File: src/dct_rot_pkg.sv
// shared types and defaults for the DCT pair reorder buffer
// runtime frame sizes run from 2**MIN_LOG2 up to the MAX_LOG2 of the instance
package dct_rot_pkg;

	// ----------------------------------------
	// controller states
	// ----------------------------------------

	// one bit, fill after reset
	typedef enum logic {
		// banks accept the incoming frame
		st_fill,
		// banks are swept out as primary/partner pairs
		st_drain
	} frame_state_t;

	// ----------------------------------------
	// pair select codes
	// ----------------------------------------

	// how one beat is built from the two bank words
	typedef enum logic [1:0] {
		// primary from low bank, partner from high bank
		sel_straight,
		// primary from high bank, partner from low bank
		sel_swapped,
		// k = 0, X[0] twice
		sel_low_both,
		// k = N/2, X[N/2] twice
		sel_high_both
	} pair_sel_t;

	// ----------------------------------------
	// default sizes
	// ----------------------------------------

	// width of one real or imaginary part
	localparam int SAMPLE_W_DEFAULT = 16;
	// largest frame, N = 64
	localparam int MAX_LOG2_DEFAULT = 6;
	// smallest frame, N = 8
	localparam int MIN_LOG2 = 3;

	// bits needed to carry a log2 frame size up to max_log2
	function automatic int log2_width(input int max_log2);
		return $clog2(max_log2 + 1);
	endfunction

endpackage
File: src/dct_vec_rot.sv
// frame reorder for the FFT-based DCT, bit-reversed in, natural pairs out
// beat k carries X[k] and X[(N-k) mod N]; one frame is held at a time
module dct_vec_rot
	import dct_rot_pkg::*;
#(
	parameter int SAMPLE_W = SAMPLE_W_DEFAULT,
	parameter int MAX_LOG2 = MAX_LOG2_DEFAULT,
	localparam int log2_w = log2_width(MAX_LOG2),
	localparam int addr_w = MAX_LOG2 - 1
)
(
	input  logic                clk,
	input  logic                rst_n_sync,
	// input stream
	input  logic                in_valid,
	output logic                in_ready,
	input  logic                in_sop,
	input  logic                in_eop,
	input  logic [SAMPLE_W-1:0] in_real,
	input  logic [SAMPLE_W-1:0] in_imag,
	input  logic [log2_w-1:0]   fft_log2,
	// output stream
	output logic                out_valid,
	input  logic                out_ready,
	output logic                out_sop,
	output logic                out_eop,
	output logic [SAMPLE_W-1:0] out_real,
	output logic [SAMPLE_W-1:0] out_imag,
	output logic [SAMPLE_W-1:0] out_real_rev,
	output logic [SAMPLE_W-1:0] out_imag_rev
);

	logic                  fill_en;
	logic                  frame_done;
	logic [log2_w-1:0]     frame_log2;
	logic                  lo_wr_en;
	logic                  hi_wr_en;
	logic [addr_w-1:0]     wr_addr;
	logic [2*SAMPLE_W-1:0] wr_data;
	logic [addr_w-1:0]     lo_rd_addr;
	logic [addr_w-1:0]     hi_rd_addr;
	logic [2*SAMPLE_W-1:0] lo_rd_data;
	logic [2*SAMPLE_W-1:0] hi_rd_data;
	logic                  rd_issue;
	pair_sel_t             rd_sel;
	logic                  rd_sop;
	logic                  rd_eop;
	logic                  issue_ok;
	logic                  out_idle;

	assign in_ready = fill_en;

	// ----------------------------------------
	// write side
	// ----------------------------------------
	frame_writer #(.SAMPLE_W(SAMPLE_W), .MAX_LOG2(MAX_LOG2)) u_writer (
		.clk(clk), .rst_n_sync(rst_n_sync),
		.in_valid(in_valid), .in_sop(in_sop), .in_eop(in_eop),
		.in_real(in_real), .in_imag(in_imag), .fft_log2(fft_log2),
		.fill_en(fill_en), .frame_done(frame_done), .frame_log2(frame_log2),
		.lo_wr_en(lo_wr_en), .hi_wr_en(hi_wr_en),
		.wr_addr(wr_addr), .wr_data(wr_data)
	);

	// indices 0 .. N/2-1
	bank_ram #(.SAMPLE_W(SAMPLE_W), .MAX_LOG2(MAX_LOG2)) u_lo_bank (
		.clk(clk), .wr_en(lo_wr_en), .wr_addr(wr_addr), .wr_data(wr_data),
		.rd_addr(lo_rd_addr), .rd_data(lo_rd_data)
	);

	// indices N/2 .. N-1
	bank_ram #(.SAMPLE_W(SAMPLE_W), .MAX_LOG2(MAX_LOG2)) u_hi_bank (
		.clk(clk), .wr_en(hi_wr_en), .wr_addr(wr_addr), .wr_data(wr_data),
		.rd_addr(hi_rd_addr), .rd_data(hi_rd_data)
	);

	// ----------------------------------------
	// read side
	// ----------------------------------------
	pair_reader #(.MAX_LOG2(MAX_LOG2)) u_reader (
		.clk(clk), .rst_n_sync(rst_n_sync),
		.frame_done(frame_done), .frame_log2(frame_log2),
		.issue_ok(issue_ok), .out_idle(out_idle), .fill_en(fill_en),
		.lo_rd_addr(lo_rd_addr), .hi_rd_addr(hi_rd_addr),
		.rd_issue(rd_issue), .rd_sel(rd_sel), .rd_sop(rd_sop), .rd_eop(rd_eop)
	);

	pair_skid_buffer #(.SAMPLE_W(SAMPLE_W)) u_skid (
		.clk(clk), .rst_n_sync(rst_n_sync),
		.rd_issue(rd_issue), .rd_sel(rd_sel), .rd_sop(rd_sop), .rd_eop(rd_eop),
		.lo_data(lo_rd_data), .hi_data(hi_rd_data), .out_ready(out_ready),
		.issue_ok(issue_ok), .out_idle(out_idle),
		.out_valid(out_valid), .out_sop(out_sop), .out_eop(out_eop),
		.out_real(out_real), .out_imag(out_imag),
		.out_real_rev(out_real_rev), .out_imag_rev(out_imag_rev)
	);

endmodule

File: src/pair_skid_buffer.sv
// two-beat output buffer behind the banks' one-cycle read latency
// issue_ok counts the slot freed by this cycle's transfer
module pair_skid_buffer
	import dct_rot_pkg::*;
#(
	parameter int SAMPLE_W = SAMPLE_W_DEFAULT,
	localparam int word_w = 2 * SAMPLE_W
)
(
	input  logic                clk,
	input  logic                rst_n_sync,
	input  logic                rd_issue,
	input  pair_sel_t           rd_sel,
	input  logic                rd_sop,
	input  logic                rd_eop,
	input  logic [word_w-1:0]   lo_data,
	input  logic [word_w-1:0]   hi_data,
	input  logic                out_ready,
	output logic                issue_ok,
	output logic                out_idle,
	output logic                out_valid,
	output logic                out_sop,
	output logic                out_eop,
	output logic [SAMPLE_W-1:0] out_real,
	output logic [SAMPLE_W-1:0] out_imag,
	output logic [SAMPLE_W-1:0] out_real_rev,
	output logic [SAMPLE_W-1:0] out_imag_rev
);

	// issue tags, one cycle late to meet the RAM data
	logic              issue_q;
	pair_sel_t         sel_q;
	logic              sop_q;
	logic              eop_q;
	logic [word_w-1:0] prim;
	logic [word_w-1:0] part;
	// two slots, primary and partner each
	logic [word_w-1:0] prim_mem [2];
	logic [word_w-1:0] part_mem [2];
	logic              sop_mem [2];
	logic              eop_mem [2];
	logic              wr_ptr;
	logic              rd_ptr;
	logic [1:0]        count;
	logic [2:0]        pending;
	logic              pop;

	always_ff @(posedge clk)
	begin
		if (!rst_n_sync)
			issue_q <= 1'b0;
		else
			issue_q <= rd_issue;
		sel_q <= rd_sel;
		sop_q <= rd_sop;
		eop_q <= rd_eop;
	end

	// beat from the two bank words
	always_comb
	begin
		case (sel_q)
			sel_swapped:   begin prim = hi_data; part = lo_data; end
			sel_low_both:  begin prim = lo_data; part = lo_data; end
			sel_high_both: begin prim = hi_data; part = hi_data; end
			default:       begin prim = lo_data; part = hi_data; end
		endcase
	end

	// ----------------------------------------
	// buffer and flow control
	// ----------------------------------------
	assign out_valid = (count != 2'd0);
	assign pop       = out_valid && out_ready;

	// occupancy once this cycle's push and pop settle
	assign pending  = 3'(count) + 3'(issue_q) - 3'(pop);
	assign issue_ok = (pending < 3'd2);
	assign out_idle = (count == 2'd0) && !issue_q;

	always_ff @(posedge clk)
	begin
		if (issue_q)
		begin
			prim_mem[wr_ptr] <= prim;
			part_mem[wr_ptr] <= part;
			sop_mem[wr_ptr]  <= sop_q;
			eop_mem[wr_ptr]  <= eop_q;
		end
	end

	always_ff @(posedge clk)
	begin
		if (!rst_n_sync)
		begin
			wr_ptr <= 1'b0;
			rd_ptr <= 1'b0;
			count  <= 2'd0;
		end
		else
		begin
			if (issue_q)
				wr_ptr <= ~wr_ptr;
			if (pop)
				rd_ptr <= ~rd_ptr;
			count <= count + 2'(issue_q) - 2'(pop);
		end
	end

	// head slot, held while ready is low
	assign out_sop      = out_valid && sop_mem[rd_ptr];
	assign out_eop      = out_valid && eop_mem[rd_ptr];
	assign out_real     = prim_mem[rd_ptr][word_w-1:SAMPLE_W];
	assign out_imag     = prim_mem[rd_ptr][SAMPLE_W-1:0];
	assign out_real_rev = part_mem[rd_ptr][word_w-1:SAMPLE_W];
	assign out_imag_rev = part_mem[rd_ptr][SAMPLE_W-1:0];

endmodule

File: src/pair_reader.sv
// drain sweep; frame_log2 must hold from frame_done until the last issue
// input is refused until the previous frame has fully left the output buffer
module pair_reader
	import dct_rot_pkg::*;
#(
	parameter int MAX_LOG2 = MAX_LOG2_DEFAULT,
	localparam int log2_w = log2_width(MAX_LOG2),
	localparam int addr_w = MAX_LOG2 - 1
)
(
	input  logic              clk,
	input  logic              rst_n_sync,
	input  logic              frame_done,
	input  logic [log2_w-1:0] frame_log2,
	input  logic              issue_ok,
	input  logic              out_idle,
	output logic              fill_en,
	output logic [addr_w-1:0] lo_rd_addr,
	output logic [addr_w-1:0] hi_rd_addr,
	output logic              rd_issue,
	output pair_sel_t         rd_sel,
	output logic              rd_sop,
	output logic              rd_eop
);

	frame_state_t        state;
	// beat index within the frame
	logic [MAX_LOG2-1:0] k;
	logic [MAX_LOG2:0]   k_ext;
	logic [MAX_LOG2:0]   n_full;
	logic [MAX_LOG2:0]   n_half;
	logic [MAX_LOG2:0]   lo_full;
	logic [MAX_LOG2:0]   hi_full;
	logic                active;
	logic                last;

	assign k_ext  = {1'b0, k};
	assign n_full = (MAX_LOG2 + 1)'(1) << frame_log2;
	assign n_half = n_full >> 1;
	assign last   = (k_ext == n_full - 1'b1);

	// sweep starts in the frame_done cycle itself
	assign active   = (state == st_drain) || frame_done;
	assign rd_issue = active && issue_ok;

	// no new sample while a frame is pending, draining or still in the buffer
	assign fill_en = (state == st_fill) && !frame_done && out_idle;

	assign rd_sop = (k == '0);
	assign rd_eop = last;

	// ----------------------------------------
	// address and code per beat
	// ----------------------------------------
	always_comb
	begin
		lo_full = '0;
		hi_full = '0;
		rd_sel  = sel_straight;
		if (k_ext == '0)
		begin
			// X[0] pairs with itself
			rd_sel = sel_low_both;
		end
		else if (k_ext < n_half)
		begin
			// outward on low, back on high
			lo_full = k_ext;
			hi_full = n_half - k_ext;
			rd_sel  = sel_straight;
		end
		else if (k_ext == n_half)
		begin
			// X[N/2] is high word 0, pairs with itself
			rd_sel = sel_high_both;
		end
		else
		begin
			// back on low, outward on high
			lo_full = n_full - k_ext;
			hi_full = k_ext - n_half;
			rd_sel  = sel_swapped;
		end
	end

	assign lo_rd_addr = lo_full[addr_w-1:0];
	assign hi_rd_addr = hi_full[addr_w-1:0];

	// ----------------------------------------
	// frame FSM
	// ----------------------------------------
	always_ff @(posedge clk)
	begin
		if (!rst_n_sync)
		begin
			state <= st_fill;
			k     <= '0;
		end
		else
		begin
			case (state)
				st_fill:
				begin
					// k = 0 may already be issued here
					if (frame_done)
						state <= st_drain;
					if (rd_issue)
						k <= k + 1'b1;
				end
				st_drain:
				begin
					if (rd_issue)
					begin
						if (last)
						begin
							k     <= '0;
							state <= st_fill;
						end
						else
							k <= k + 1'b1;
					end
				end
				default:
				begin
					state <= st_fill;
					k     <= '0;
				end
			endcase
		end
	end

endmodule

File: src/frame_writer.sv
// input side; the source sends exactly N samples from sop to eop
// sizes outside MIN_LOG2..MAX_LOG2 are clamped to the nearest limit
module frame_writer
	import dct_rot_pkg::*;
#(
	parameter int SAMPLE_W = SAMPLE_W_DEFAULT,
	parameter int MAX_LOG2 = MAX_LOG2_DEFAULT,
	localparam int log2_w = log2_width(MAX_LOG2),
	localparam int addr_w = MAX_LOG2 - 1
)
(
	input  logic                  clk,
	input  logic                  rst_n_sync,
	input  logic                  in_valid,
	input  logic                  in_sop,
	input  logic                  in_eop,
	input  logic [SAMPLE_W-1:0]   in_real,
	input  logic [SAMPLE_W-1:0]   in_imag,
	input  logic [log2_w-1:0]     fft_log2,
	input  logic                  fill_en,
	output logic                  frame_done,
	output logic [log2_w-1:0]     frame_log2,
	output logic                  lo_wr_en,
	output logic                  hi_wr_en,
	output logic [addr_w-1:0]     wr_addr,
	output logic [2*SAMPLE_W-1:0] wr_data
);

	// keep the requested size inside the supported range
	function automatic logic [log2_w-1:0] clamp_log2(input logic [log2_w-1:0] req);
		if (req < MIN_LOG2)
			return log2_w'(MIN_LOG2);
		if (req > MAX_LOG2)
			return log2_w'(MAX_LOG2);
		return req;
	endfunction

	logic                accept;
	// samples taken so far in this frame
	logic [MAX_LOG2-1:0] cnt;
	logic [MAX_LOG2-1:0] idx;
	logic [log2_w-1:0]   size_q;
	logic [log2_w-1:0]   size_cur;
	logic [MAX_LOG2-1:0] rev;
	logic [MAX_LOG2-1:0] half_mask;
	logic [MAX_LOG2-1:0] rev_in_bank;

	assign accept = in_valid && fill_en;

	// sop sample is always index 0 with its own size
	assign idx      = in_sop ? '0 : cnt;
	assign size_cur = in_sop ? clamp_log2(fft_log2) : size_q;

	// ----------------------------------------
	// bit reversal over the runtime size
	// ----------------------------------------
	always_comb
	begin
		rev = '0;
		for (int j = 0; j < MAX_LOG2; j++)
		begin
			if (j < size_cur)
				rev[size_cur - 1 - j] = idx[j];
		end
	end

	// top bit of the reversed index picks the bank
	assign half_mask   = MAX_LOG2'(1) << (size_cur - 1'b1);
	assign rev_in_bank = rev & ~half_mask;

	assign lo_wr_en = accept && ((rev & half_mask) == '0);
	assign hi_wr_en = accept && ((rev & half_mask) != '0);
	assign wr_addr  = rev_in_bank[addr_w-1:0];
	// real above imag
	assign wr_data  = {in_real, in_imag};

	assign frame_log2 = size_q;

	always_ff @(posedge clk)
	begin
		if (!rst_n_sync)
		begin
			cnt        <= '0;
			size_q     <= log2_w'(MIN_LOG2);
			frame_done <= 1'b0;
		end
		else
		begin
			// one pulse after the eop write
			frame_done <= accept && in_eop;
			if (accept)
			begin
				cnt    <= idx + 1'b1;
				size_q <= size_cur;
			end
		end
	end

endmodule

File: src/bank_ram.sv
// half-bank store, 2**(MAX_LOG2-1) words of {real, imag}
// read data is registered; same-address read and write returns the old word
module bank_ram #(
	parameter int SAMPLE_W = 16,
	parameter int MAX_LOG2 = 6,
	localparam int addr_w = MAX_LOG2 - 1,
	localparam int word_w = 2 * SAMPLE_W
)
(
	input  logic              clk,
	input  logic              wr_en,
	input  logic [addr_w-1:0] wr_addr,
	input  logic [word_w-1:0] wr_data,
	input  logic [addr_w-1:0] rd_addr,
	output logic [word_w-1:0] rd_data
);

	// half a frame at the largest size
	logic [word_w-1:0] mem [2**addr_w];

	// write port and registered read port
	always_ff @(posedge clk)
	begin
		if (wr_en)
			mem[wr_addr] <= wr_data;
		rd_data <= mem[rd_addr];
	end

endmodule

File: config.mk
export PLATFORM = sky130hd
export DESIGN_NAME = dct_vec_rot
export DESIGN_NICKNAME = d
export VERILOG_FILES = /design/src/dct_rot_pkg.sv /design/src/dct_vec_rot.sv /design/src/pair_skid_buffer.sv /design/src/pair_reader.sv /design/src/frame_writer.sv /design/src/bank_ram.sv
export SDC_FILE = /design/constraint.sdc
export NUM_CORES = 2
export LEC_CHECK = 0
export BUFFER_PORTS_ARGS = -buffer_cell sky130_fd_sc_hd__buf_4
export CORE_MARGIN = 1.5
export CORE_UTILIZATION = 53
export CTS_CLUSTER_DIAMETER = 30
export DETAILED_ROUTE_END_ITERATION = 8
export PLACE_DENSITY = 0.82
export SYNTH_ARGS = -nofsm -noshare
export SYNTH_HDL_FRONTEND = slang
export SYNTH_SLANG_ARGS = --single-unit
File: constraint.sdc
create_clock -name clk -period 7.1 [get_ports clk]
set_input_delay 0.71 -clock clk [delete_from_list [all_inputs] [get_ports clk]]
set_output_delay 0.71 -clock clk [all_outputs]
set_load 0.005 [all_outputs]
==> results_tabular.tex <==
\begin{tabular}{lr}
\hline
Metric & Value \\
\hline
\multicolumn{2}{l}{\textbf{CTS}} \\
CTS H-tree depth & 5 \\
Post-CTS Setup Repair Bufs & 0 \\
Maximum root-to-sink buffer count & 4 \\
Cell at the root of the clock tree & clkbuf\_16 \\
Clock slew at the register clock pins of the worst setup and hold paths & $\sim$50 ps \\
Later-pin clock latency in the skew report & about 950 ps \\
Inserted Clock Buffers & approximately 390 \\
CTS tree & built \\
Clock Sinks & 2271 \\
\multicolumn{2}{l}{\textbf{Die}} \\
Die height & slightly above 400 µm \\
Width of the die & about 420 µm \\
Rows & 151 \\
Die area & 173000 µm² \\
Starting density of the core & 53.4\% \\
Total core area & 169000 µm² \\
I/O pin cnt & around 110 \\
\multicolumn{2}{l}{\textbf{Synth}} \\
Number of flops mapped to enable cells by yosys & 2180 \\
Library cell with the largest summed area after synthesis & edfxtp\_1 \\
Total standard cell area after synthesis & 90400 µm² \\
Avg Inst Size Synth & 15.0 µm² \\
Leading cell types by count after synthesis & edfxtp\_1, nand2\_1, mux2i\_1, nand3\_1, clkbuf\_1 \\
Net count of the mapped netlist & $\sim$6000 \\
Number of cells produced by synthesis & 6024 \\
Sequential element share of the synthesized area & 74.5\% \\
Most common cell in the synthesized netlist & edfxtp\_1 \\
Fraction of post-synthesis cell area in the top cell type by area & 72.4\% \\
Number of synthesized register bits & 2271 \\
Primary flip-flop cell chosen by synthesis mapping & edfxtp\_1 \\
Count of yosys warnings during synthesis & 0 \\
Number of distinct library cells after synthesis & 83 \\
Fraction of registers with async set or reset after synthesis & 0\% \\
Biggest area contributors in the synthesized netlist & edfxtp\_1, mux2i\_1, nand2\_1, nand3\_1, dfxtp\_1 \\
\multicolumn{2}{l}{\textbf{Power and ir drop}} \\
Maximum ir drop on the vdd rail & between 0.5 and 0.6 mV \\
Cell area power density & 389 nW/µm² \\
Static Leakage & approximately 38 nW \\
\multicolumn{2}{l}{\textbf{Status}} \\
Violations in the final reports & capacitance limit, slew limit \\
Run status & finished, violations left \\
\multicolumn{2}{l}{\textbf{Layout}} \\
Relative area change from synthesis to final layout & 19.6\% \\
Fraction of final layout cells with drive strength greater than 1 & 17.1\% \\
Design area & 108000 µm² \\
Core Util, Final & 63.8\% \\
Number of nets in the finished design & 6396 \\
\multicolumn{2}{l}{\textbf{Worst hold path}} \\
Hold path cells & 2 \\
Hold wc startpoint & rst\_n\_sync \\
Terminating pin of the worst hold path & u\_writer.frame\_log2[0]\$\_SDFFE\_PN1P\_ \\
HP Class & primary input to flip-flop \\
\multicolumn{2}{l}{\textbf{Job}} \\
MaxCap Viol Count & 1 \\
\multicolumn{2}{l}{\textbf{STA}} \\
Worst Max-Slew Pin Slew & 1600 ps \\
Setup repair after global routing missed its margin & no \\
Finish-stage setup viols & 0 \\
Max Transition Viols Final & 2 \\
Worst path setup slack after routing & between 700 and 800 ps \\
Worst rel slew slack & -7.56\% \\
Final hold slack & 110 ps \\
Achievable clock frequency & approximately 0.16 GHz \\
Final worst path period need & 6320 ps \\
Post-route clock period utilization & 89.0\% \\
Fin Setup TNS & 0 ps \\
Clock skew & 76.7 ps \\
Final-report hold violation count & 0 \\
\multicolumn{2}{l}{\textbf{Detailed routing}} \\
Avg WL per Cell & roughly 30 µm \\
First-pass DRT Iterations & 7 \\
Number of vias in the routed layout & 58100 \\
Final wirelength & 264 mm \\
Count of routing violations after the opening detailed-route iteration & between 10000 and 15000 \\
Final antenna-violating net count & 0 \\
Number of vias per cell after detailed routing & 6.56 \\
DRC violations left & 0 \\
\multicolumn{2}{l}{\textbf{Worst setup path}} \\
Crit-path max FO & 131 \\
CP required & 7830 ps \\
Type of the worst setup path & flip-flop to flip-flop \\
Data arrival at the endpoint of the critical path & 7040 ps \\
Register-to-Register Setup Slack & 780 ps \\
RR Endpoint & u\_hi\_bank.rd\_data[15]\$\_DFF\_P\_ \\
Type of element launching the critical path & flip-flop \\
Setup crit end kind & flip-flop \\
Worst reg-to-reg path cell count & 13 \\
R2r startpoint & u\_writer.frame\_log2[1]\$\_SDFFE\_PN1P\_ \\
\multicolumn{2}{l}{\textbf{Place}} \\
Placement-stage worst setup slack & 893 ps \\
Final weighted congestion of routability-driven global placement & approximately 0.90 \\
Post-DP HPWL & 136 mm \\
Area after detailed placement & 94800 µm² \\
Number of I/O port buffers & 108 \\
\multicolumn{2}{l}{\textbf{Global route}} \\
Global route overflow & 0 \\
Antenna violations before repair & 13 \\
Pin count of the biggest net entering global routing & 148 \\
Number of global-route vias before repair & 57700 \\
First-pass GRT wire length & between 300 and 400 mm \\
Global routing usage summed across all routing layers & 29.9\% \\
\hline
\end{tabular}
## critical path, stage by stage, from the launching register on
cell and delay, ps:
dfxtp_1 700, nand2b_1 310, nor2_1 380, inv_1 150, fa_1 470, a21o_1 200
nand2b_1 260, nand3_1 640, a21oi_4 660, buf_12 460, and3_1 300, a211oi_1 120
a311oi_1 950, nand3_1 290
## cells by family after synthesis
| group | after synthesis | share of synthesized area [%] |
|---|---|---|
| and+or+nand+nor | 1987 | 9.68 |
| adders and majority gates | 37 | 0.545 |
| AOI/OAI and AO/OA | 549 | 4.42 |
| DFF | 2271 | 74.5 |
| xor gates and xnor gates | 17 | 0.194 |
| muxes | 770 | 8.72 |
| buffers and inverters | 393 | 1.98 |
## cell type report
cell class                 instances  area [µm²]
clock inverter                   258        2940
inverter                          27         101
multi-input combinational       3360       21800
antenna                            4        10.0
timing repair buffer             266        2830
clock buffer                     444       10300
sequential                      2271       67300
tap                             2218        2780
fill                           10600       61200
## per-stage QoR
step | total power, mW | std cells
after detailed placement | 22.9 | 8141
after global placement | 22.7 | 8141
final | 42.0 | 8848
after CTS | 41.8 | 8844
after floorplan | 20.0 | 6024
after global routing | 42.9 | 8844
## repair_timing
action | 4_1_cts | 5_1_grt
hold endpoints to repair | 1 | 0
resized for setup | 0 | 0
hold buffers | 1 | 0
## power by group
part / switching [mW] / leakage [nW] / internal [mW] / total, mW
Clock: 6.60 / 6.39 / 12.3 / 18.9
Combinational: 5.04 / 11.3 / 2.20 / 7.24
Sequential: 0.442 / 20.4 / 15.4 / 15.9
## routing by layer
metal | wire length (µm) | vias up | GRT usage [%]
li1 | - | 23600 | -
met2 | 120000 | 5084 | 45.7
met3 | 33900 | 938 | 7.22
met5 | 60 | - | 0
met4 | 19900 | 8 | 20.0
met1 | 89500 | 28400 | 38.0
## flip-flops by register name, summed over array words and instances (netlist names), 2 cells and up, named ones only
register and count:
u_writer.frame_log2 3, u_hi_bank.mem 1024, u_skid.eop_mem 2, u_writer.cnt 6, u_skid.prim_mem 64, u_skid.sop_mem 2
u_reader.k 6, u_lo_bank.rd_data 32, u_skid.sel_q 2, u_skid.count 2, u_lo_bank.mem 1024, u_skid.part_mem 64
u_hi_bank.rd_data 32
## worst max-delay path by stage
stage                                   startpoint                        endpoint  slack (ps)  depth (start not counted)
6_report       u_writer.frame_log2[1]$_SDFFE_PN1P_   u_hi_bank.rd_data[15]$_DFF_P_         780                         13
5_1_grt        u_writer.frame_log2[0]$_SDFFE_PN1P_  u_hi_bank.mem[17][4]$_DFFE_PP_         580                         17
4_1_cts        u_writer.frame_log2[0]$_SDFFE_PN1P_  u_hi_bank.mem[17][4]$_DFFE_PP_        1100                         17
3_5_place_dp                                in_sop  u_hi_bank.mem[17][1]$_DFFE_PP_         890                         18
3_3_place_gp                                in_sop  u_hi_bank.mem[0][11]$_DFFE_PP_         890                         18
2_1_floorplan                               in_sop  u_lo_bank.mem[18][0]$_DFFE_PP_         -40                         21
## layout by cell type, fill, tap and decap left out, types with 32 or more instances in the layout
master	count
a21oi_1	112
buf_12	66
o22ai_1	33
nand2_1	1158
bufinv_16	51
o221ai_1	35
nand3_1	470
clkinv_1	40
a311oi_1	33
a31oi_1	69
dfxtp_1	90
nor4_1	34
a32oi_1	33
o22a_1	32
mux2_2	129
clkinvlp_4	46
and3_1	133
nor2_4	37
edfxtp_1	2180
clkinv_2	49
clkbuf_16	399
a211oi_1	93
nor3_2	33
buf_4	199
inv_6	35
ha_1	33
mux2i_1	640
Power figures use the tool's default switching activity.
